### src/axi_mem_consts.svh
// Widths, depths, memory size and AXI encodings, included by every RTL and testbench file
`ifndef AXI_MEM_CONSTS_SVH
`define AXI_MEM_CONSTS_SVH

// Bus field widths
`define AXI_MEM_ADDR_W 32
`define AXI_MEM_DATA_W 32
`define AXI_MEM_STRB_W 4
`define AXI_MEM_ID_W 4
`define AXI_MEM_LEN_W 8
`define AXI_MEM_SIZE_W 3
`define AXI_MEM_BURST_W 2
`define AXI_MEM_RESP_W 2

// Array geometry, one word per byte-lane group
`define AXI_MEM_BYTES 1024
`define AXI_MEM_WORDS 256
`define AXI_MEM_IDX_W 8

// Queue depths
`define AXI_MEM_CMD_DEPTH 4
`define AXI_MEM_B_DEPTH 4

// Burst types
`define AXI_BURST_FIXED 2'd0
`define AXI_BURST_INCR 2'd1
`define AXI_BURST_WRAP 2'd2

// Responses, numeric order matches severity
`define AXI_RESP_OKAY 2'd0
`define AXI_RESP_SLVERR 2'd2
`define AXI_RESP_DECERR 2'd3

`endif

### src/axi_mem_pkg.sv
// Memory word type shared by the array and both channels, referenced as axi_mem_pkg::mem_word_u
`default_nettype none

`include "axi_mem_consts.svh"

package axi_mem_pkg;

  // One array word, seen either as the bus data word or as its byte lanes
  typedef union packed {
    logic [`AXI_MEM_DATA_W-1:0]      word;
    logic [`AXI_MEM_STRB_W-1:0][7:0] bytes;
  } mem_word_u;

endpackage

`default_nettype wire

### src/axi_cmd_fifo.sv
// Synchronous circular FIFO for address commands and write responses, head shown combinationally
`timescale 1ns/100ps
`default_nettype none

module axi_cmd_fifo #(
  parameter int unsigned WIDTH = 8,
  parameter int unsigned DEPTH = 4
) (
  input  logic             clk_i,
  input  logic             rst_n_i,
  input  logic             push_i,
  input  logic [WIDTH-1:0] data_i,
  input  logic             pop_i,
  output logic [WIDTH-1:0] data_o,
  output logic             empty_o,
  output logic             full_o
);

  localparam int unsigned PTR_W = (DEPTH > 1) ? $clog2(DEPTH) : 1;
  localparam int unsigned CNT_W = $clog2(DEPTH + 1);

  logic [WIDTH-1:0] mem_q [DEPTH];
  logic [PTR_W-1:0] wr_ptr_q;
  logic [PTR_W-1:0] rd_ptr_q;
  logic [CNT_W-1:0] count_q;
  logic             push_ok;
  logic             pop_ok;

  function automatic logic [PTR_W-1:0] ptr_inc(input logic [PTR_W-1:0] ptr);
    return (ptr == PTR_W'(DEPTH - 1)) ? '0 : ptr + 1'b1;
  endfunction

  assign full_o  = (count_q == CNT_W'(DEPTH));
  assign empty_o = (count_q == '0);
  // Push when full and pop when empty are dropped
  assign push_ok = push_i && !full_o;
  assign pop_ok  = pop_i && !empty_o;
  assign data_o  = mem_q[rd_ptr_q];

  always_ff @(posedge clk_i) begin
    if (!rst_n_i) begin
      wr_ptr_q <= '0;
      rd_ptr_q <= '0;
      count_q  <= '0;
    end else begin
      if (push_ok) wr_ptr_q <= ptr_inc(wr_ptr_q);
      if (pop_ok) rd_ptr_q <= ptr_inc(rd_ptr_q);
      if (push_ok && !pop_ok) count_q <= count_q + 1'b1;
      else if (pop_ok && !push_ok) count_q <= count_q - 1'b1;
    end
  end

  always_ff @(posedge clk_i) begin
    if (push_ok) mem_q[wr_ptr_q] <= data_i;
  end

endmodule

`default_nettype wire

### src/axi_burst_ctrl.sv
// Beat counter and address generator for the head command of one channel, with range checks
`timescale 1ns/100ps
`default_nettype none

`include "axi_mem_consts.svh"

module axi_burst_ctrl (
  input  logic                        clk_i,
  input  logic                        rst_n_i,
  input  logic [`AXI_MEM_ADDR_W-1:0]  start_addr_i,
  input  logic [`AXI_MEM_LEN_W-1:0]   len_i,
  input  logic [`AXI_MEM_SIZE_W-1:0]  size_i,
  input  logic [`AXI_MEM_BURST_W-1:0] burst_i,
  input  logic                        advance_i,
  output logic [`AXI_MEM_ADDR_W-1:0]  beat_addr_o,
  output logic [`AXI_MEM_LEN_W-1:0]   beat_cnt_o,
  output logic                        last_o,
  output logic [`AXI_MEM_RESP_W-1:0]  err_o
);

  logic [`AXI_MEM_LEN_W-1:0]  cnt_q;
  logic [`AXI_MEM_ADDR_W-1:0] addr_q;
  logic [`AXI_MEM_ADDR_W-1:0] beat_bytes;
  logic [`AXI_MEM_ADDR_W-1:0] next_addr;

  // First beat takes the command address directly
  assign beat_addr_o = (cnt_q == '0) ? start_addr_i : addr_q;
  assign beat_cnt_o  = cnt_q;
  assign last_o      = (cnt_q == len_i);

  // INCR steps from the aligned beat address
  assign beat_bytes = `AXI_MEM_ADDR_W'(1) << size_i;
  assign next_addr  = (beat_addr_o & ~(beat_bytes - 1'b1)) + beat_bytes;

  always_comb begin
    if (beat_addr_o >= `AXI_MEM_ADDR_W'(`AXI_MEM_BYTES)) begin
      err_o = `AXI_RESP_DECERR;
    end else if (burst_i == `AXI_BURST_WRAP) begin
      err_o = `AXI_RESP_SLVERR;
    end else begin
      err_o = `AXI_RESP_OKAY;
    end
  end

  always_ff @(posedge clk_i) begin
    if (!rst_n_i) begin
      cnt_q <= '0;
    end else if (advance_i) begin
      // Counter returns to zero so the next command starts at its own address
      if (last_o) cnt_q <= '0;
      else cnt_q <= cnt_q + 1'b1;
    end
  end

  always_ff @(posedge clk_i) begin
    if (advance_i) begin
      addr_q <= (burst_i == `AXI_BURST_FIXED) ? start_addr_i : next_addr;
    end
  end

endmodule

`default_nettype wire

### src/axi_read_chan.sv
// AXI read path: AR queue, one R beat at a time from the array and the read monitor
`timescale 1ns/100ps
`default_nettype none

`include "axi_mem_consts.svh"

module axi_read_chan (
  input  logic                        clk_i,
  input  logic                        rst_n_i,
  input  logic                        ar_valid_i,
  output logic                        ar_ready_o,
  input  logic [`AXI_MEM_ID_W-1:0]    ar_id_i,
  input  logic [`AXI_MEM_ADDR_W-1:0]  ar_addr_i,
  input  logic [`AXI_MEM_LEN_W-1:0]   ar_len_i,
  input  logic [`AXI_MEM_SIZE_W-1:0]  ar_size_i,
  input  logic [`AXI_MEM_BURST_W-1:0] ar_burst_i,
  output logic                        r_valid_o,
  input  logic                        r_ready_i,
  output logic [`AXI_MEM_ID_W-1:0]    r_id_o,
  output logic [`AXI_MEM_DATA_W-1:0]  r_data_o,
  output logic [`AXI_MEM_RESP_W-1:0]  r_resp_o,
  output logic                        r_last_o,
  output logic [`AXI_MEM_IDX_W-1:0]   mem_idx_o,
  input  axi_mem_pkg::mem_word_u      mem_rdata_i,
  output logic                        mon_r_valid_o,
  output logic [`AXI_MEM_ADDR_W-1:0]  mon_r_addr_o,
  output logic [`AXI_MEM_DATA_W-1:0]  mon_r_data_o,
  output logic [`AXI_MEM_ID_W-1:0]    mon_r_id_o,
  output logic [`AXI_MEM_LEN_W-1:0]   mon_r_beat_count_o,
  output logic                        mon_r_last_o
);

  localparam int unsigned AR_W = `AXI_MEM_ID_W + `AXI_MEM_ADDR_W + `AXI_MEM_LEN_W
                               + `AXI_MEM_SIZE_W + `AXI_MEM_BURST_W;

  logic [AR_W-1:0]             ar_head;
  logic                        ar_empty;
  logic                        ar_full;
  logic [`AXI_MEM_ADDR_W-1:0]  cmd_addr;
  logic [`AXI_MEM_LEN_W-1:0]   cmd_len;
  logic [`AXI_MEM_SIZE_W-1:0]  cmd_size;
  logic [`AXI_MEM_BURST_W-1:0] cmd_burst;
  logic                        r_hs;
  logic [`AXI_MEM_ADDR_W-1:0]  beat_addr;
  logic [`AXI_MEM_LEN_W-1:0]   beat_cnt;

  assign ar_ready_o = !ar_full;
  assign {r_id_o, cmd_addr, cmd_len, cmd_size, cmd_burst} = ar_head;

  axi_cmd_fifo #(.WIDTH(AR_W), .DEPTH(`AXI_MEM_CMD_DEPTH)) i_ar_fifo (
    .clk_i   (clk_i),
    .rst_n_i (rst_n_i),
    .push_i  (ar_valid_i && ar_ready_o),
    .data_i  ({ar_id_i, ar_addr_i, ar_len_i, ar_size_i, ar_burst_i}),
    .pop_i   (r_hs && r_last_o),
    .data_o  (ar_head),
    .empty_o (ar_empty),
    .full_o  (ar_full)
  );

  axi_burst_ctrl i_burst (
    .clk_i        (clk_i),
    .rst_n_i      (rst_n_i),
    .start_addr_i (cmd_addr),
    .len_i        (cmd_len),
    .size_i       (cmd_size),
    .burst_i      (cmd_burst),
    .advance_i    (r_hs),
    .beat_addr_o  (beat_addr),
    .beat_cnt_o   (beat_cnt),
    .last_o       (r_last_o),
    .err_o        (r_resp_o)
  );

  // Beat stays on the bus until the master takes it
  assign r_valid_o = !ar_empty;
  assign r_hs      = r_valid_o && r_ready_i;
  assign mem_idx_o = beat_addr[`AXI_MEM_IDX_W+1:2];
  // Error beats return zero instead of array contents
  assign r_data_o  = (r_resp_o == `AXI_RESP_OKAY) ? mem_rdata_i.word : '0;

  always_ff @(posedge clk_i) begin
    if (!rst_n_i) mon_r_valid_o <= 1'b0;
    else mon_r_valid_o <= r_hs;
  end

  always_ff @(posedge clk_i) begin
    if (r_hs) begin
      mon_r_addr_o       <= beat_addr;
      mon_r_data_o       <= r_data_o;
      mon_r_id_o         <= r_id_o;
      mon_r_beat_count_o <= beat_cnt;
      mon_r_last_o       <= r_last_o;
    end
  end

endmodule

`default_nettype wire

### config.mk
export PLATFORM = sky130hd
export DESIGN_NAME = axi_read_chan
export DESIGN_NICKNAME = d
export VERILOG_FILES = /design/src/axi_mem_pkg.sv /design/src/axi_cmd_fifo.sv /design/src/axi_burst_ctrl.sv /design/src/axi_read_chan.sv
export VERILOG_INCLUDE_DIRS = /design/src
export SDC_FILE = /design/constraint.sdc
export NUM_CORES = 1
export LEC_CHECK = 0
export ABC_CLOCK_PERIOD_IN_PS = 20800
export BUFFER_PORTS_ARGS = -buffer_cell sky130_fd_sc_hd__buf_4
export CAP_MARGIN = 20
export CORE_MARGIN = 1.5
export CORE_UTILIZATION = 41
export CTS_BUF_LIST = sky130_fd_sc_hd__clkbuf_2
export DETAILED_ROUTE_END_ITERATION = 6
export SKIP_CTS_REPAIR_TIMING = 1
export SLEW_MARGIN = 25
export SYNTH_ARGS = -nofsm -noshare
export SYNTH_HDL_FRONTEND = slang
export SYNTH_SLANG_ARGS = --single-unit
### constraint.sdc
create_clock -name clk_i -period 20.8 [get_ports clk_i]
set_clock_uncertainty 0.15 [all_clocks]
set_input_delay 5.2 -clock clk_i [delete_from_list [all_inputs] [get_ports clk_i]]
set_output_delay 5.2 -clock clk_i [all_outputs]
set_load 0.05 [all_outputs]
# Word level (Yosys, flattened, before mapping)
# Memories as Yosys holds them, arrays and structs flattened. A register that Yosys moved wholly into a read port is not among the register bits.
# Cells that the tools add are included.
# totals
register_bits	125
ram_bits	196
inputBits	85
out_inout_bits	127
wordCells	58
n_memories	1
# op_classes
add_sub_neg	7
magnitude_cmp	1
eq_ne	5
n_shift	1
muxes	14
bitwise	2
n_reduce_logical	16
# mem_list
name	depth	width	read_ports	rd_clocked_by_memory_dff	wr	line	source
i_ar_fifo.mem_q	4	49	1	1	1	axi_cmd_fifo.sv:22	logic [WIDTH-1:0] mem_q [DEPTH];
# ops
cell	n
$mux W32	3
$add A32 B32 Y32	1
$and A32 B32 Y32	1
$ge A32 B11 Y1 const B	1
$not A32 Y32	1
$shl A1 B3 Y32 const A	1
$sub A32 B1 Y32 const B	1
$mux W2	6
$add A8 B1 Y8 const B	1
$eq A8 B8 Y1	1
$logic_not A8 Y1	1
$mux W8	1
$logic_and A1 B1 Y1	7
$eq A2 B2 Y1 const B	3
$mux W3	2
$add A2 B1 Y2 const B	2
$logic_not A1 Y1	4
$logic_not A2 Y1	2
$add A3 B1 Y3 const B	1
$eq A3 B3 Y1 const B	1
$logic_not A3 Y1	1
$sub A3 B1 Y3 const B	1
$mux W1	2
$reduce_bool A2 Y1	1

# Logic depth before layout (Yosys ltp)
# depth
word_depth	8
mapped_depth	20
ltp_nobuf	16

# By module
# A second synthesis with hierarchy kept.
# unflattened
cells_unflattened	921
area_unflattened_um2	14298.7
# modules_own_cells
module	n_inst	cells_per_inst	area_per_inst_um2	seq_area_each_um2
axi_cmd_fifo	1	307	7566.0	6065.8
axi_burst_ctrl	1	492	3905.0	1121.1
axi_read_chan	1	122	2827.7	2332.2

# Least setup slack after synthesis
# OpenSTA, ideal clock, no wires.
# synth_timing
path_type	input-to-output
from	in mem_rdata_i[0] (netlist name)
to	out r_data_o[0]
arrival_time_ps	5619
slack_ps	9831
cell_stages	1
n_path_buf	0
path_cell_list	and2_1
# synth_via
elab_chain_cells	1
# synth_rtl
element	line	source
start: declaration	axi_read_chan.sv:24	input axi_mem_pkg::mem_word_u mem_rdata_i,
$mux W32	axi_read_chan.sv:80	assign r_data_o = (r_resp_o == `AXI_RESP_OKAY) ? mem_rdata_i.word : '0;
end: declaration	axi_read_chan.sv:20	output logic [`AXI_MEM_DATA_W-1:0] r_data_o,
# No other way between the ends.

# Worst setup path in the final report
# layout_timing
from	in mem_rdata_i[5] (netlist name)
to	out r_data_o[5]
# The elaborated chain is that of the path after synthesis.

==> impl_metrics.toml <==
[critical_path]
crit_start = "mem_rdata_i[5]"
slowest_delay_ns = 0.19
end_kind = "output port"
path_buf_inv = 2
cp.depth = 3
cpMostUsedCell = "buf_4"
critPathLaunchType = "input pin"
required_ns = 15.45
worst-r2r-cell-count = 16
arrival_ns = 5.65
crit_slowest_cell = "buf_4"
path_class = "input pin to output port"
r2r_slack_ns = 15.12
crit_path_max_fanout = 2
worstPathCellList = "buf_4 > and2_1 > buf_4"
crit_family = "buffers and inverters"

[min_path]
min_from = "i_ar_fifo.count_q[2]"
whs_path_depth = 2
hold_path.class = "flop to flop"

[die]
die_area_um2 = 34900
start_util = 0.415
ios = 212
rows = 67
fp.dieH_um = 187
fp.dieW_um = 187
core_um2 = 33400

[placement]
port_buffers = 211
post-place-ws_ns = 9.80
place_hpwl_mm = 19.6
gp_congestion = 0.847

[logic_synthesis]
syn_nets = 986
synth_area_um2 = 13900
syn_area_per_cell_um2 = 15.7
seq_area_frac_synth = 0.687
async_flop_share = 0
ys_types = 72
synth_area_leader_cell = "edfxtp_1"
synth_common_cells = "edfxtp_1, nand2_1, nor2_1"
yosys_register_bits = 323
yosysMostFrequentCell = "edfxtp_1"
yosysTopAreaCellShare = 0.661
ys.flop_type = "edfxtp_1"
syn_inst = 884
synth_edf_count = 305
yosys_warnings = 0
synth_area_leaders = "edfxtp_1, mux4_2, dfxtp_1, nand2_1, and2_1"

[global_routing]
grt_use_total = 0.178
grt_pass1_vias = 8516
grt_max_degree = 73
antenna_found_initial = 2
grt_pass1_wl_mm = 47.9
grt_remaining_overflow = 0

[cells_and_area]
fin_nets = 1245
drive_gt1_frac = 0.359
fill_cells = 2970
area_growth_syn_to_layout_pct = 19.1

[route]
drt-total-wl_mm = 30.8
vias = 8371
wire_per_inst_um = 18.8
firstDrtPassIters = 5
drc = 0
drtIter0Drc = 552
via_per_inst = 5.10
ant_nets = 0

[timing]
fin_crit_sh = 0.529
max_freq_mhz = 90.9
report.final.slew_viol_count = 0
period_needed_ns = 11.00
rsz0062_at_grt = "false"
worstMarginPinSlew_ns = 0.841
maxSlewHeadroom = 0.436
fin_ws_ns = 9.80
setup_tns_ns = 0
finalSetupViolations = 0
finalHoldViolations = 0

[cts]
cts_tree = "done"
clkTransAtPathRegs_ns = 0.09
cts.path.max_buffers = 3
clock_latency_ns = 0.88
ctsHtreeMaxLevel = 3
clkSinkCount = 323
cts_root_buffer = "clkbuf_2"
numCtsBuffers = 83

[pwr]
peakVddDrop_uv = 52.1
p_leak_nw = 6.18
power.density_nw_per_um2 = 102

[run_status]
status = "finished clean"

[run]
max-cap-violations = 0
==> layout by cell type, fill, tap and decap left out, drive strengths merged, types with 4 or more instances in the layout <==
| cell type | instances |
|---|---|
| nand3 | 16 |
| o21ai | 23 |
| buf | 218 |
| mux4 | 49 |
| a21oi | 26 |
| and2 | 42 |
| ha | 16 |
| nand2b | 4 |
| mux2 | 7 |
| inv | 29 |
| and3 | 12 |
| nand2 | 80 |
| clkinv | 17 |
| edfxtp | 305 |
| xor2 | 16 |
| nor2b | 8 |
| or3 | 8 |
| mux2i | 13 |
| nand4 | 15 |
| xnor2 | 21 |
| nor3 | 6 |
| o211ai | 5 |
| clkbuf | 115 |
| nor2 | 57 |
| o31ai | 8 |
| a31oi | 9 |
| nor4 | 12 |
| dfxtp | 18 |
==> report_power, final <==
part / switching [mW] / leakage [nW] / total, mW / internal, mW
Combinational: 0.306 / 2.66 / 0.442 / 0.135
Clock: 0.250 / 0.546 / 0.410 / 0.160
Sequential: 0.0235 / 2.98 / 0.829 / 0.805
==> sequential cells by signal, summed over array words and instances, names as in the netlist, named ones only <==
register,flops
i_ar_fifo.mem_q,196
mon_r_last_o,1
i_ar_fifo.rd_ptr_q,2
mon_r_beat_count_o,8
mon_r_id_o,4
i_ar_fifo.wr_ptr_q,2
i_ar_fifo.count_q,3
i_burst.addr_q,32
mon_r_valid_o,1
mon_r_data_o,32
i_burst.beat_cnt_o,8
mon_r_addr_o,32
==> stage by stage <==
stage / util / area, um^2 / hold WS (ns) / instances / power (mW)
floorplan: - / 13900 / 0.256 / 884 / 1.17
global placement: 0.474 / 15800 / 0.343 / 1506 / 1.28
detailed placement: 0.474 / 15800 / 0.370 / 1506 / 1.29
CTS: 0.494 / 16500 / 0.383 / 1641 / 1.71
global route: 0.495 / 16500 / 0.436 / 1642 / 1.77
finish: 0.495 / 16500 / 0.396 / 1642 / 1.68
==> kinds of logic (layout without fill, tap and decap cells) <==
| group | after synthesis | after routing | synth area share |
|---|---|---|---|
| other cells | 0 | 1 | 0 |
| buf+inv | 71 | 380 | 0.0268 |
| flops | 323 | 323 | 0.687 |
| fa+ha+maj | 17 | 17 | 0.0159 |
| mux | 69 | 69 | 0.0961 |
| compound gates | 94 | 94 | 0.0464 |
| simple gates | 273 | 273 | 0.104 |
| xor+xnor | 37 | 37 | 0.0234 |
==> routing by layer <==
layer / share of wire / GRT usage / routed length (um)
met4: 0.017 / 0.0630 / 534
met2: 0.49 / 0.286 / 15000
met5: 0.00055 / 0 / 17
met1: 0.42 / 0.232 / 13000
met3: 0.070 / 0.0501 / 2150
==> area by class of cell <==
class                   count  area, um^2  share of cell area
diodes                      1        2.50            0.000152
clock buffers             115         576              0.0349
clock inverters            20         111             0.00675
inverters                  27         101             0.00614
multi-input cells         490        3990               0.242
flip-flops and latches    323        9520               0.577
well taps                 448         561              0.0340
repair buffers            218        1640              0.0994
==> tightest hold or removal path: cells and delay by family (launching register included) <==
family          cells  cell delay (ns)
compound gates      2             0.16
flops               1             0.34
==> path summary, 6_finish.rpt <==
path / to
max: r_data_o[5]
min: i_ar_fifo.count_q[2]
max reg2reg: i_burst.addr_q[8]
min reg2reg: i_ar_fifo.count_q[2]
(Power assumes the default switching activity.)
