===== src/axi_mem_consts.svh =====
// Widths, depths, memory size and AXI encodings, included by every RTL and testbench file
`ifndef AXI_MEM_CONSTS_SVH
`define AXI_MEM_CONSTS_SVH

// Bus field widths
`define AXI_MEM_ADDR_W 32
`define AXI_MEM_DATA_W 32
`define AXI_MEM_STRB_W 4
`define AXI_MEM_ID_W 4
`define AXI_MEM_LEN_W 8
`define AXI_MEM_SIZE_W 3
`define AXI_MEM_BURST_W 2
`define AXI_MEM_RESP_W 2

// Array geometry, one word per byte-lane group
`define AXI_MEM_BYTES 1024
`define AXI_MEM_WORDS 256
`define AXI_MEM_IDX_W 8

// Queue depths
`define AXI_MEM_CMD_DEPTH 4
`define AXI_MEM_B_DEPTH 4

// Burst types
`define AXI_BURST_FIXED 2'd0
`define AXI_BURST_INCR 2'd1
`define AXI_BURST_WRAP 2'd2

// Responses, numeric order matches severity
`define AXI_RESP_OKAY 2'd0
`define AXI_RESP_SLVERR 2'd2
`define AXI_RESP_DECERR 2'd3

`endif


===== src/axi_mem_pkg.sv =====
// Memory word type shared by the array and both channels, referenced as axi_mem_pkg::mem_word_u
`default_nettype none

`include "axi_mem_consts.svh"

package axi_mem_pkg;

  // One array word, seen either as the bus data word or as its byte lanes
  typedef union packed {
    logic [`AXI_MEM_DATA_W-1:0]      word;
    logic [`AXI_MEM_STRB_W-1:0][7:0] bytes;
  } mem_word_u;

endpackage

`default_nettype wire


===== src/axi_cmd_fifo.sv =====
// Synchronous circular FIFO for address commands and write responses, head shown combinationally
`timescale 1ns/100ps
`default_nettype none

module axi_cmd_fifo #(
  parameter int unsigned WIDTH = 8,
  parameter int unsigned DEPTH = 4
) (
  input  logic             clk_i,
  input  logic             rst_n_i,
  input  logic             push_i,
  input  logic [WIDTH-1:0] data_i,
  input  logic             pop_i,
  output logic [WIDTH-1:0] data_o,
  output logic             empty_o,
  output logic             full_o
);

  localparam int unsigned PTR_W = (DEPTH > 1) ? $clog2(DEPTH) : 1;
  localparam int unsigned CNT_W = $clog2(DEPTH + 1);

  logic [WIDTH-1:0] mem_q [DEPTH];
  logic [PTR_W-1:0] wr_ptr_q;
  logic [PTR_W-1:0] rd_ptr_q;
  logic [CNT_W-1:0] count_q;
  logic             push_ok;
  logic             pop_ok;

  function automatic logic [PTR_W-1:0] ptr_inc(input logic [PTR_W-1:0] ptr);
    return (ptr == PTR_W'(DEPTH - 1)) ? '0 : ptr + 1'b1;
  endfunction

  assign full_o  = (count_q == CNT_W'(DEPTH));
  assign empty_o = (count_q == '0);
  // Push when full and pop when empty are dropped
  assign push_ok = push_i && !full_o;
  assign pop_ok  = pop_i && !empty_o;
  assign data_o  = mem_q[rd_ptr_q];

  always_ff @(posedge clk_i) begin
    if (!rst_n_i) begin
      wr_ptr_q <= '0;
      rd_ptr_q <= '0;
      count_q  <= '0;
    end else begin
      if (push_ok) wr_ptr_q <= ptr_inc(wr_ptr_q);
      if (pop_ok) rd_ptr_q <= ptr_inc(rd_ptr_q);
      if (push_ok && !pop_ok) count_q <= count_q + 1'b1;
      else if (pop_ok && !push_ok) count_q <= count_q - 1'b1;
    end
  end

  always_ff @(posedge clk_i) begin
    if (push_ok) mem_q[wr_ptr_q] <= data_i;
  end

endmodule

`default_nettype wire


===== src/axi_burst_ctrl.sv =====
// Beat counter and address generator for the head command of one channel, with range checks
`timescale 1ns/100ps
`default_nettype none

`include "axi_mem_consts.svh"

module axi_burst_ctrl (
  input  logic                        clk_i,
  input  logic                        rst_n_i,
  input  logic [`AXI_MEM_ADDR_W-1:0]  start_addr_i,
  input  logic [`AXI_MEM_LEN_W-1:0]   len_i,
  input  logic [`AXI_MEM_SIZE_W-1:0]  size_i,
  input  logic [`AXI_MEM_BURST_W-1:0] burst_i,
  input  logic                        advance_i,
  output logic [`AXI_MEM_ADDR_W-1:0]  beat_addr_o,
  output logic [`AXI_MEM_LEN_W-1:0]   beat_cnt_o,
  output logic                        last_o,
  output logic [`AXI_MEM_RESP_W-1:0]  err_o
);

  logic [`AXI_MEM_LEN_W-1:0]  cnt_q;
  logic [`AXI_MEM_ADDR_W-1:0] addr_q;
  logic [`AXI_MEM_ADDR_W-1:0] beat_bytes;
  logic [`AXI_MEM_ADDR_W-1:0] next_addr;

  // First beat takes the command address directly
  assign beat_addr_o = (cnt_q == '0) ? start_addr_i : addr_q;
  assign beat_cnt_o  = cnt_q;
  assign last_o      = (cnt_q == len_i);

  // INCR steps from the aligned beat address
  assign beat_bytes = `AXI_MEM_ADDR_W'(1) << size_i;
  assign next_addr  = (beat_addr_o & ~(beat_bytes - 1'b1)) + beat_bytes;

  always_comb begin
    if (beat_addr_o >= `AXI_MEM_ADDR_W'(`AXI_MEM_BYTES)) begin
      err_o = `AXI_RESP_DECERR;
    end else if (burst_i == `AXI_BURST_WRAP) begin
      err_o = `AXI_RESP_SLVERR;
    end else begin
      err_o = `AXI_RESP_OKAY;
    end
  end

  always_ff @(posedge clk_i) begin
    if (!rst_n_i) begin
      cnt_q <= '0;
    end else if (advance_i) begin
      // Counter returns to zero so the next command starts at its own address
      if (last_o) cnt_q <= '0;
      else cnt_q <= cnt_q + 1'b1;
    end
  end

  always_ff @(posedge clk_i) begin
    if (advance_i) begin
      addr_q <= (burst_i == `AXI_BURST_FIXED) ? start_addr_i : next_addr;
    end
  end

endmodule

`default_nettype wire


===== src/axi_write_chan.sv =====
// AXI write path: AW queue, W beat acceptance into the array, B response queue and write monitor
`timescale 1ns/100ps
`default_nettype none

`include "axi_mem_consts.svh"

module axi_write_chan (
  input  logic                        clk_i,
  input  logic                        rst_n_i,
  input  logic                        aw_valid_i,
  output logic                        aw_ready_o,
  input  logic [`AXI_MEM_ID_W-1:0]    aw_id_i,
  input  logic [`AXI_MEM_ADDR_W-1:0]  aw_addr_i,
  input  logic [`AXI_MEM_LEN_W-1:0]   aw_len_i,
  input  logic [`AXI_MEM_SIZE_W-1:0]  aw_size_i,
  input  logic [`AXI_MEM_BURST_W-1:0] aw_burst_i,
  input  logic                        w_valid_i,
  output logic                        w_ready_o,
  input  logic [`AXI_MEM_DATA_W-1:0]  w_data_i,
  input  logic [`AXI_MEM_STRB_W-1:0]  w_strb_i,
  output logic                        b_valid_o,
  input  logic                        b_ready_i,
  output logic [`AXI_MEM_ID_W-1:0]    b_id_o,
  output logic [`AXI_MEM_RESP_W-1:0]  b_resp_o,
  output logic                        mem_we_o,
  output logic [`AXI_MEM_IDX_W-1:0]   mem_idx_o,
  output logic [`AXI_MEM_STRB_W-1:0]  mem_strb_o,
  output axi_mem_pkg::mem_word_u      mem_wdata_o,
  output logic                        mon_w_valid_o,
  output logic [`AXI_MEM_ADDR_W-1:0]  mon_w_addr_o,
  output logic [`AXI_MEM_DATA_W-1:0]  mon_w_data_o,
  output logic [`AXI_MEM_ID_W-1:0]    mon_w_id_o,
  output logic [`AXI_MEM_LEN_W-1:0]   mon_w_beat_count_o,
  output logic                        mon_w_last_o
);

  localparam int unsigned AW_W = `AXI_MEM_ID_W + `AXI_MEM_ADDR_W + `AXI_MEM_LEN_W
                               + `AXI_MEM_SIZE_W + `AXI_MEM_BURST_W;
  localparam int unsigned B_W  = `AXI_MEM_ID_W + `AXI_MEM_RESP_W;

  logic [AW_W-1:0]             aw_head;
  logic                        aw_empty;
  logic                        aw_full;
  logic [`AXI_MEM_ID_W-1:0]    cmd_id;
  logic [`AXI_MEM_ADDR_W-1:0]  cmd_addr;
  logic [`AXI_MEM_LEN_W-1:0]   cmd_len;
  logic [`AXI_MEM_SIZE_W-1:0]  cmd_size;
  logic [`AXI_MEM_BURST_W-1:0] cmd_burst;
  logic [B_W-1:0]              b_head;
  logic                        b_empty;
  logic                        b_full;
  logic                        w_hs;
  logic [`AXI_MEM_ADDR_W-1:0]  beat_addr;
  logic [`AXI_MEM_LEN_W-1:0]   beat_cnt;
  logic                        beat_last;
  logic [`AXI_MEM_RESP_W-1:0]  beat_err;
  logic [`AXI_MEM_RESP_W-1:0]  resp_q;
  logic [`AXI_MEM_RESP_W-1:0]  worst_resp;

  assign aw_ready_o = !aw_full;
  assign {cmd_id, cmd_addr, cmd_len, cmd_size, cmd_burst} = aw_head;

  axi_cmd_fifo #(.WIDTH(AW_W), .DEPTH(`AXI_MEM_CMD_DEPTH)) i_aw_fifo (
    .clk_i   (clk_i),
    .rst_n_i (rst_n_i),
    .push_i  (aw_valid_i && aw_ready_o),
    .data_i  ({aw_id_i, aw_addr_i, aw_len_i, aw_size_i, aw_burst_i}),
    .pop_i   (w_hs && beat_last),
    .data_o  (aw_head),
    .empty_o (aw_empty),
    .full_o  (aw_full)
  );

  axi_burst_ctrl i_burst (
    .clk_i        (clk_i),
    .rst_n_i      (rst_n_i),
    .start_addr_i (cmd_addr),
    .len_i        (cmd_len),
    .size_i       (cmd_size),
    .burst_i      (cmd_burst),
    .advance_i    (w_hs),
    .beat_addr_o  (beat_addr),
    .beat_cnt_o   (beat_cnt),
    .last_o       (beat_last),
    .err_o        (beat_err)
  );

  // Room for the response is reserved before any beat of the burst is taken
  assign w_ready_o = !aw_empty && !b_full;
  assign w_hs      = w_valid_i && w_ready_o;

  assign mem_we_o          = w_hs && (beat_err == `AXI_RESP_OKAY);
  assign mem_idx_o         = beat_addr[`AXI_MEM_IDX_W+1:2];
  assign mem_strb_o        = w_strb_i;
  assign mem_wdata_o.word  = w_data_i;

  // Encodings grow with severity, so the larger code wins
  assign worst_resp = (beat_err > resp_q) ? beat_err : resp_q;

  always_ff @(posedge clk_i) begin
    if (!rst_n_i) begin
      resp_q <= `AXI_RESP_OKAY;
    end else if (w_hs) begin
      resp_q <= beat_last ? `AXI_RESP_OKAY : worst_resp;
    end
  end

  axi_cmd_fifo #(.WIDTH(B_W), .DEPTH(`AXI_MEM_B_DEPTH)) i_b_fifo (
    .clk_i   (clk_i),
    .rst_n_i (rst_n_i),
    .push_i  (w_hs && beat_last),
    .data_i  ({cmd_id, worst_resp}),
    .pop_i   (b_valid_o && b_ready_i),
    .data_o  (b_head),
    .empty_o (b_empty),
    .full_o  (b_full)
  );

  assign b_valid_o          = !b_empty;
  assign {b_id_o, b_resp_o} = b_head;

  // Write monitor, valid for the one cycle after each accepted beat
  always_ff @(posedge clk_i) begin
    if (!rst_n_i) mon_w_valid_o <= 1'b0;
    else mon_w_valid_o <= w_hs;
  end

  always_ff @(posedge clk_i) begin
    if (w_hs) begin
      mon_w_addr_o       <= beat_addr;
      mon_w_data_o       <= w_data_i;
      mon_w_id_o         <= cmd_id;
      mon_w_beat_count_o <= beat_cnt;
      mon_w_last_o       <= beat_last;
    end
  end

endmodule

`default_nettype wire


===== config.mk =====
export PLATFORM = sky130hd
export DESIGN_NAME = axi_write_chan
export DESIGN_NICKNAME = d
export VERILOG_FILES = /design/src/axi_mem_pkg.sv /design/src/axi_cmd_fifo.sv /design/src/axi_burst_ctrl.sv /design/src/axi_write_chan.sv
export VERILOG_INCLUDE_DIRS = /design/src
export SDC_FILE = /design/constraint.sdc
export NUM_CORES = 1
export LEC_CHECK = 0
export BUFFER_PORTS_ARGS = -buffer_cell sky130_fd_sc_hd__clkbuf_2
export CAP_MARGIN = 20
export CORE_MARGIN = 4
export CORE_UTILIZATION = 45
export DETAILED_ROUTE_END_ITERATION = 6
export PLACE_DENSITY = 0.65
export SETUP_SLACK_MARGIN = 0.5
export SKIP_LAST_GASP = 1
export SYNTH_ARGS = -nofsm -noshare
export SYNTH_HDL_FRONTEND = slang
export SYNTH_SLANG_ARGS = --single-unit

===== constraint.sdc =====
create_clock -name clk_i -period 5.75 [get_ports clk_i]
set_clock_uncertainty 0.1 [all_clocks]
set_input_delay 0.8625 -clock clk_i [delete_from_list [all_inputs] [get_ports clk_i]]
set_output_delay 0.8625 -clock clk_i [all_outputs]
set_load 0.05 [all_outputs]

# Word-level counts from Yosys, hierarchy flattened
# Memory sizes are Yosys's and may differ from the RTL's. A register that Yosys moved wholly into a read port is not among the register bits.
# Cells that the tools add are included.
[word_totals] reg_bits=134 ram_bits=220 in_bits=90 out_inout_bits=132 word_cells=93 n_memories=2
[memory_table] memory="i_aw_fifo.mem_q" depth=4 word_bits=49 rd=1 rd_clocked_by_memory_dff=1 write_ports=1 line_no="axi_cmd_fifo.sv:22" text="logic [WIDTH-1:0] mem_q [DEPTH];"
[memory_table] memory="i_b_fifo.mem_q" depth=4 word_bits=6 rd=1 rd_clocked_by_memory_dff=1 write_ports=1 line_no="axi_cmd_fifo.sv:22"
[op_classes] addsub=11 magnitude_cmp=2 n_eq_ne=8 shifts=1 mux=23 bitwise_logic=2 reduce_logical=29
[op_table] cell="$mux 32" count=2
[op_table] cell="$add 32x32->32" count=1
[op_table] cell="$and 32x32->32" count=1
[op_table] cell="$ge 32x11->1 const B" count=1
[op_table] cell="$not 32->32" count=1
[op_table] cell="$shl 1x3->32 const A" count=1
[op_table] cell="$sub 32x1->32 const B" count=1
[op_table] cell="$mux 2" count=12
[op_table] cell="$logic_and 1x1->1" count=14
[op_table] cell="$mux 3" count=4
[op_table] cell="$eq 2x2->1 const B" count=5
[op_table] cell="$add 2x1->2 const B" count=4
[op_table] cell="$add 8x1->8 const B" count=1
[op_table] cell="$eq 8x8->1" count=1
[op_table] cell="$logic_not 1->1" count=8
[op_table] cell="$logic_not 8->1" count=1
[op_table] cell="$mux 8" count=1
[op_table] cell="$add 3x1->3 const B" count=2
[op_table] cell="$eq 3x3->1 const B" count=2
[op_table] cell="$logic_not 3->1" count=2
[op_table] cell="$sub 3x1->3 const B" count=2
[op_table] cell="$logic_not 2->1" count=2
[op_table] cell="$mux 1" count=4
[op_table] cell="$reduce_bool 2->1" count=2
[op_table] cell="$gt 2x2->1" count=1

# Depth between registers and ports, before layout
[logic_depth] word_depth=10 depth_mapped=20 depth_no_buf=15

# Modules after synthesis
# From an unflattened synthesis, not the netlist that was laid out.
[hier_totals] cells_unflattened=1026 area_unflattened_um2=15643.8
[by_module_without_submodules] mod="axi_cmd_fifo at i_aw_fifo" n_inst=1 cells_each=307 area_per_inst_um2=7566.0 seq_area_each_um2=6065.8
[by_module_without_submodules] mod="axi_burst_ctrl" n_inst=1 cells_each=492 area_per_inst_um2=3905.0 seq_area_each_um2=1121.1
[by_module_without_submodules] mod="axi_write_chan" n_inst=1 cells_each=145 area_per_inst_um2=2831.5 seq_area_each_um2=2372.3
[by_module_without_submodules] mod="axi_cmd_fifo at i_b_fifo" n_inst=1 cells_each=82 area_per_inst_um2=1341.3 seq_area_each_um2=900.9

# Least setup slack after synthesis
# OpenSTA, ideal clock, no wires.
[synth_timing] path_type="register to register" startpoint="register i_b_fifo.count_q[0]" endpoint="register i_burst.cnt_q[6], in the netlist i_burst.beat_cnt_o[6]" setup_ns=0.116 arrival_time_ns=4.793 t_required_ns=5.534 path_slack_ns=0.740 stages_incl_launch_ff=9 n_path_buf=0 synth_period_minus_slack_ns=5.010 cell_sequence="dfxtp_1 -> nor2_1 -> a21oi_1 -> nand2_1 -> clkinv_1 -> and4_1 -> nand3_1 -> xor2_1 -> nor2_1"
[synth_between] elab_chain_cells=4
[synth_lines] item="start: declaration" line_no="axi_cmd_fifo.sv:25" text="logic [CNT_W-1:0] count_q;"
[synth_lines] item="start signal: assignment" line_no="axi_cmd_fifo.sv:48" text="if (push_ok && !pop_ok) count_q <= count_q + 1'b1;"
[synth_lines] item="start signal: assignment" line_no="axi_cmd_fifo.sv:49" text="else if (pop_ok && !push_ok) count_q <= count_q - 1'b1;"
[synth_lines] item="$eq 3x3->1" line_no="axi_cmd_fifo.sv:33" text="assign full_o = (count_q == CNT_W'(DEPTH));"
[synth_lines] item="$logic_not 1->1" line_no="axi_write_chan.sv:89" text="assign w_ready_o = !aw_empty && !b_full;"
[synth_lines] item="$logic_and 1x1->1" line_no="axi_write_chan.sv:89"
[synth_lines] item="net w_ready_o" line_no="axi_write_chan.sv:18" text="output logic w_ready_o,"
[synth_lines] item="$logic_and 1x1->1" line_no="axi_write_chan.sv:90" text="assign w_hs = w_valid_i && w_ready_o;"
[synth_lines] item="net i_burst.advance_i" line_no="axi_burst_ctrl.sv:14" text="input logic advance_i,"
[synth_lines] item="end signal: assignment" line_no="axi_burst_ctrl.sv:51" text="else cnt_q <= cnt_q + 1'b1;"
[synth_lines] item="end: declaration" line_no="axi_burst_ctrl.sv:21" text="logic [`AXI_MEM_LEN_W-1:0] cnt_q;"
# The timed path passes the listed nets, and every way through them passes these cells.
# A chain may end at the register's enable or synchronous reset.

# Worst setup path in the final report
[layout_timing] startpoint="register i_burst.cnt_q[0], in the netlist i_burst.beat_cnt_o[0]" endpoint="output port mem_we_o"
[layout_between] elab_chain_cells=6
[layout_lines] item="$logic_not 8->1" line_no="axi_burst_ctrl.sv:27" text="assign beat_addr_o = (cnt_q == '0) ? start_addr_i : addr_q;"
[layout_lines] item="$mux 32" line_no="axi_burst_ctrl.sv:27"
[layout_lines] item="net beat_addr[25]" line_no="axi_write_chan.sv:53" text="logic [`AXI_MEM_ADDR_W-1:0] beat_addr;"
[layout_lines] item="$ge 32x11->1" line_no="axi_burst_ctrl.sv:36" text="if (beat_addr_o >= `AXI_MEM_ADDR_W'(`AXI_MEM_BYTES)) begin"
[layout_lines] item="$mux 2" line_no="axi_burst_ctrl.sv:36"
[layout_lines] item="$logic_not 2->1 (no line)"
[layout_lines] item="$logic_and 1x1->1" line_no="axi_write_chan.sv:92" text="assign mem_we_o = w_hs && (beat_err == `AXI_RESP_OKAY);"
[layout_lines] item="end: declaration" line_no="axi_write_chan.sv:25" text="output logic mem_we_o,"
# The timed path passes the listed nets, and every way through them passes these cells.

==> impl_metrics.tcl <==
set metrics [dict create \
    grt_pass1_wl_um 52300 \
    yosysSeqAreaShare_pct 67.26 \
    cp_num_buf_inv 3 \
    dr.pass1.iters 5 \
    grt_overflow_total 0 \
    cts.path.max_buffers 3 \
    critPathMaxStageDelay_ns 0.76 \
    critical_path_arrival_ns 4.07 \
    dr.first_iter.drc_count 678 \
    path_cells "inv_1, ha_1, or4b_1, nor2_8, buf_4, mux2_2, nor2_1, nand4_1, or2_4, nor2_2, clkbuf_2" \
    power_per_cell_area_mw_per_mm2 431.6 \
    synth_edf_count 329 \
    min_period_over_period_pct 87.59 \
    synth_top_area_share_pct 63.53 \
    peakVddDrop_uv 266.2 \
    diodes 0 \
    min_path_type "flop to flop" \
    synthCells 1005 \
    nets 1319 \
    min_period_ns 5.036 \
    setup_ws_ns 0.7136 \
    ios 222 \
    avgSynthCellArea_um2 15.47 \
    max_slew_margin_pct 35.70 \
    worst_pin_slew_ns 0.9646 \
    crit_path_start "i_burst.beat_cnt_o[0]" \
    fillers 2784 \
    numCtsBuffers 39 \
    dieArea_mm2 0.03760 \
    cp_slowest_cell "or4b_1" \
    hold_viol 0 \
    syn_nets 1123 \
    die_y_um 193.9 \
    critical_path_class "flop to primary output" \
    ctsRootBufferMaster "clkbuf_16" \
    rsz0062_at_grt "false" \
    cts.clk_slew.worst_paths_ns 0.06 \
    yosysTopAreaCell "edfxtp_1" \
    ys.warnings.count 0 \
    wl_um 33250 \
    ant_nets 0 \
    fmax_mhz 198.6 \
    core_mm2 0.03378 \
    synthArstFlopShare_pct 0 \
    ctsHtreeMaxLevel 2 \
    port_buffers 213 \
    setup_viol 0 \
    cts_hold_buf 0 \
    drive_gt1_share_pct 31.13 \
    clock_latency_ns 0.52 \
    multi_input_area_mm2 0.004471 \
    dp_slack_ns 1.044 \
    cp_top_family "simple AND/OR/NAND/NOR gates" \
    vias_per_cell 5.364 \
    critPathMaxFanout 11 \
    netlist_top_cells_area "edfxtp_1 (64%), mux4_2 (8.0%), dfxtp_1 (3.7%), nand2_1 (2.4%), buf_4 (2.2%)" \
    hp-start "resp_q[0]" \
    drcViolationCount 0 \
    tritoncts "built" \
    placedCellCount 1604 \
    regArea_mm2 0.01047 \
    maxSlewViolCount 0 \
    grt_antenna_before_repair 1 \
    tns_ns 0 \
    die_width_um 193.9 \
    grt_pass1_vias 9176 \
    end_kind "primary output" \
    post_drt_wl_per_cell_um 19.85 \
    netlist_area_mm2 0.01555 \
    grt_usage_pct 17.38 \
    synthFlopType "edfxtp_1" \
    start_util_pct 46.03 \
    dp_hpwl_um 22060 \
    grt_max_degree 71 \
    rows 67 \
    leakage_nw 6.507 \
    syn2layout_area_growth_pct 16.07 \
    ys_ff_latch 358 \
    via_count 8985 \
    layout.cells.non_filler 1675 \
    cp.required_ns 4.79 \
    start_kind "flop" \
    cap_violations 0 \
    place_congestion 0.8949 \
    status "complete, no violations" \
    numClockSinks 358 \
    synth_cell_type_count 78 \
]
==> kinds of logic after synthesis <==
| family | share of synthesized area [%] |
|---|---|
| multiplexers | 9.808 |
| adder cells (fa/ha/maj) | 2.349 |
| XOR/XNOR | 1.859 |
| AO/OA/AOI/OAI | 5.141 |
| AND/OR/NAND/NOR | 9.430 |
| buffers and inverters | 4.152 |
| flip-flops | 67.26 |
==> metrics by stage <==
| stage | cell area [um2] | power (mW) | hold slack (ns) | util (%) |
|---|---|---|---|---|
| floorplan | 15550 | 4.987 | 0.3658 | - |
| global placement | 16780 | 5.422 | 0.3848 | 49.68 |
| detailed placement | 16780 | 5.437 | 0.3932 | 49.68 |
| CTS | 18020 | 7.861 | 0.4022 | 53.33 |
| global route | 18050 | 8.157 | 0.4181 | 53.43 |
| finish | 18050 | 7.790 | 0.3999 | 53.43 |
==> synth_stat cells, drive strengths merged (7+ instances only) <==
library cell and instances:
a21boi 8, a21oi 30, a31oi 7, and2 12, and3 13, buf 63, clkbuf 13, dfxtp 29
edfxtp 329, ha 26, inv 29, mux2 10, mux2i 17, mux4 55, nand2 98, nand3 23
nand4 11, nor2 52, nor2b 19, nor3 19, nor4 8, o21ai 28, xnor2 27
==> worst min-delay path: cells and delay by family, from the launching register on <==
| kind | cells | cell delay, ns |
|---|---|---|
| compound gates | 2 | 0.13 |
| flops | 1 | 0.32 |
==> sequential cells by signal, summed over array words and instances (netlist names), named ones only <==
register and flops:
i_aw_fifo.mem_q 196, i_burst.addr_q 32, mon_w_addr_o 32, mon_w_data_o 32
i_b_fifo.mem_q 24, i_burst.beat_cnt_o 8, mon_w_beat_count_o 8, mon_w_id_o 4
i_aw_fifo.count_q 3, i_b_fifo.count_q 3, i_aw_fifo.rd_ptr_q 2, i_aw_fifo.wr_ptr_q 2
i_b_fifo.rd_ptr_q 2, i_b_fifo.wr_ptr_q 2, resp_q 2, mon_w_last_o 1
mon_w_valid_o 1
==> layer usage <==
| metal | global-route usage (%) | part of all wire, % | wire length [um] |
|---|---|---|---|
| met5 | 0 | 0.039 | 13 |
| met4 | 3.828 | 1.6 | 524 |
| met3 | 3.510 | 6.8 | 2253 |
| met2 | 27.85 | 47 | 15660 |
| met1 | 24.97 | 45 | 14800 |
==> layout make-up <==
cell class              count  share of cell area, %
inverters                  30                 0.6377
multi-input cells         542                  24.77
flip-flops and latches    358                  57.98
repair buffers            230                  6.682
clock inverters            20                  1.144
well taps                 448                  3.106
clock buffers              47                  5.684
==> path summary, 6_finish.rpt <==
kind / endpoint / slack (ns) / depth (start not counted)
min: resp_q[0] / 0.40 / 2
max: mem_we_o / 0.71 / 11
min reg2reg: resp_q[0] / 0.40 / 2
max reg2reg: i_burst.addr_q[31] / 1.12 / 14
==> report_power, final <==
group / switching, mW / internal (mW) / total, mW
clock network: 0.951 / 1.45 / 2.40
registers: 0.131 / 3.27 / 3.40
logic: 1.46 / 0.530 / 1.99
total: 2.54 / 5.25 / 7.79
==> cells in the final DEF, fill, tap and decap left out, drive strengths merged, types with 17 or more instances in the layout <==
| cell type | instances |
|---|---|
| xnor2 | 27 |
| clkbuf | 260 |
| ha | 26 |
| inv | 33 |
| nor2 | 53 |
| edfxtp | 329 |
| mux2i | 17 |
| nor2b | 19 |
| mux4 | 55 |
| nand2 | 98 |
| buf | 17 |
| a21oi | 30 |
| nand3 | 23 |
| nor3 | 19 |
| dfxtp | 29 |
| o21ai | 28 |
==> what timing repair did <==
item | in CTS | in global routing
pin swaps | 1 | 1
gates resized for setup | 0 | 0
endpoints found under the setup margin | 1 | 1
buffers inserted | 0 | 3
gates cloned | 0 | 1
Note: power is estimated with default switching activity, not from simulation.
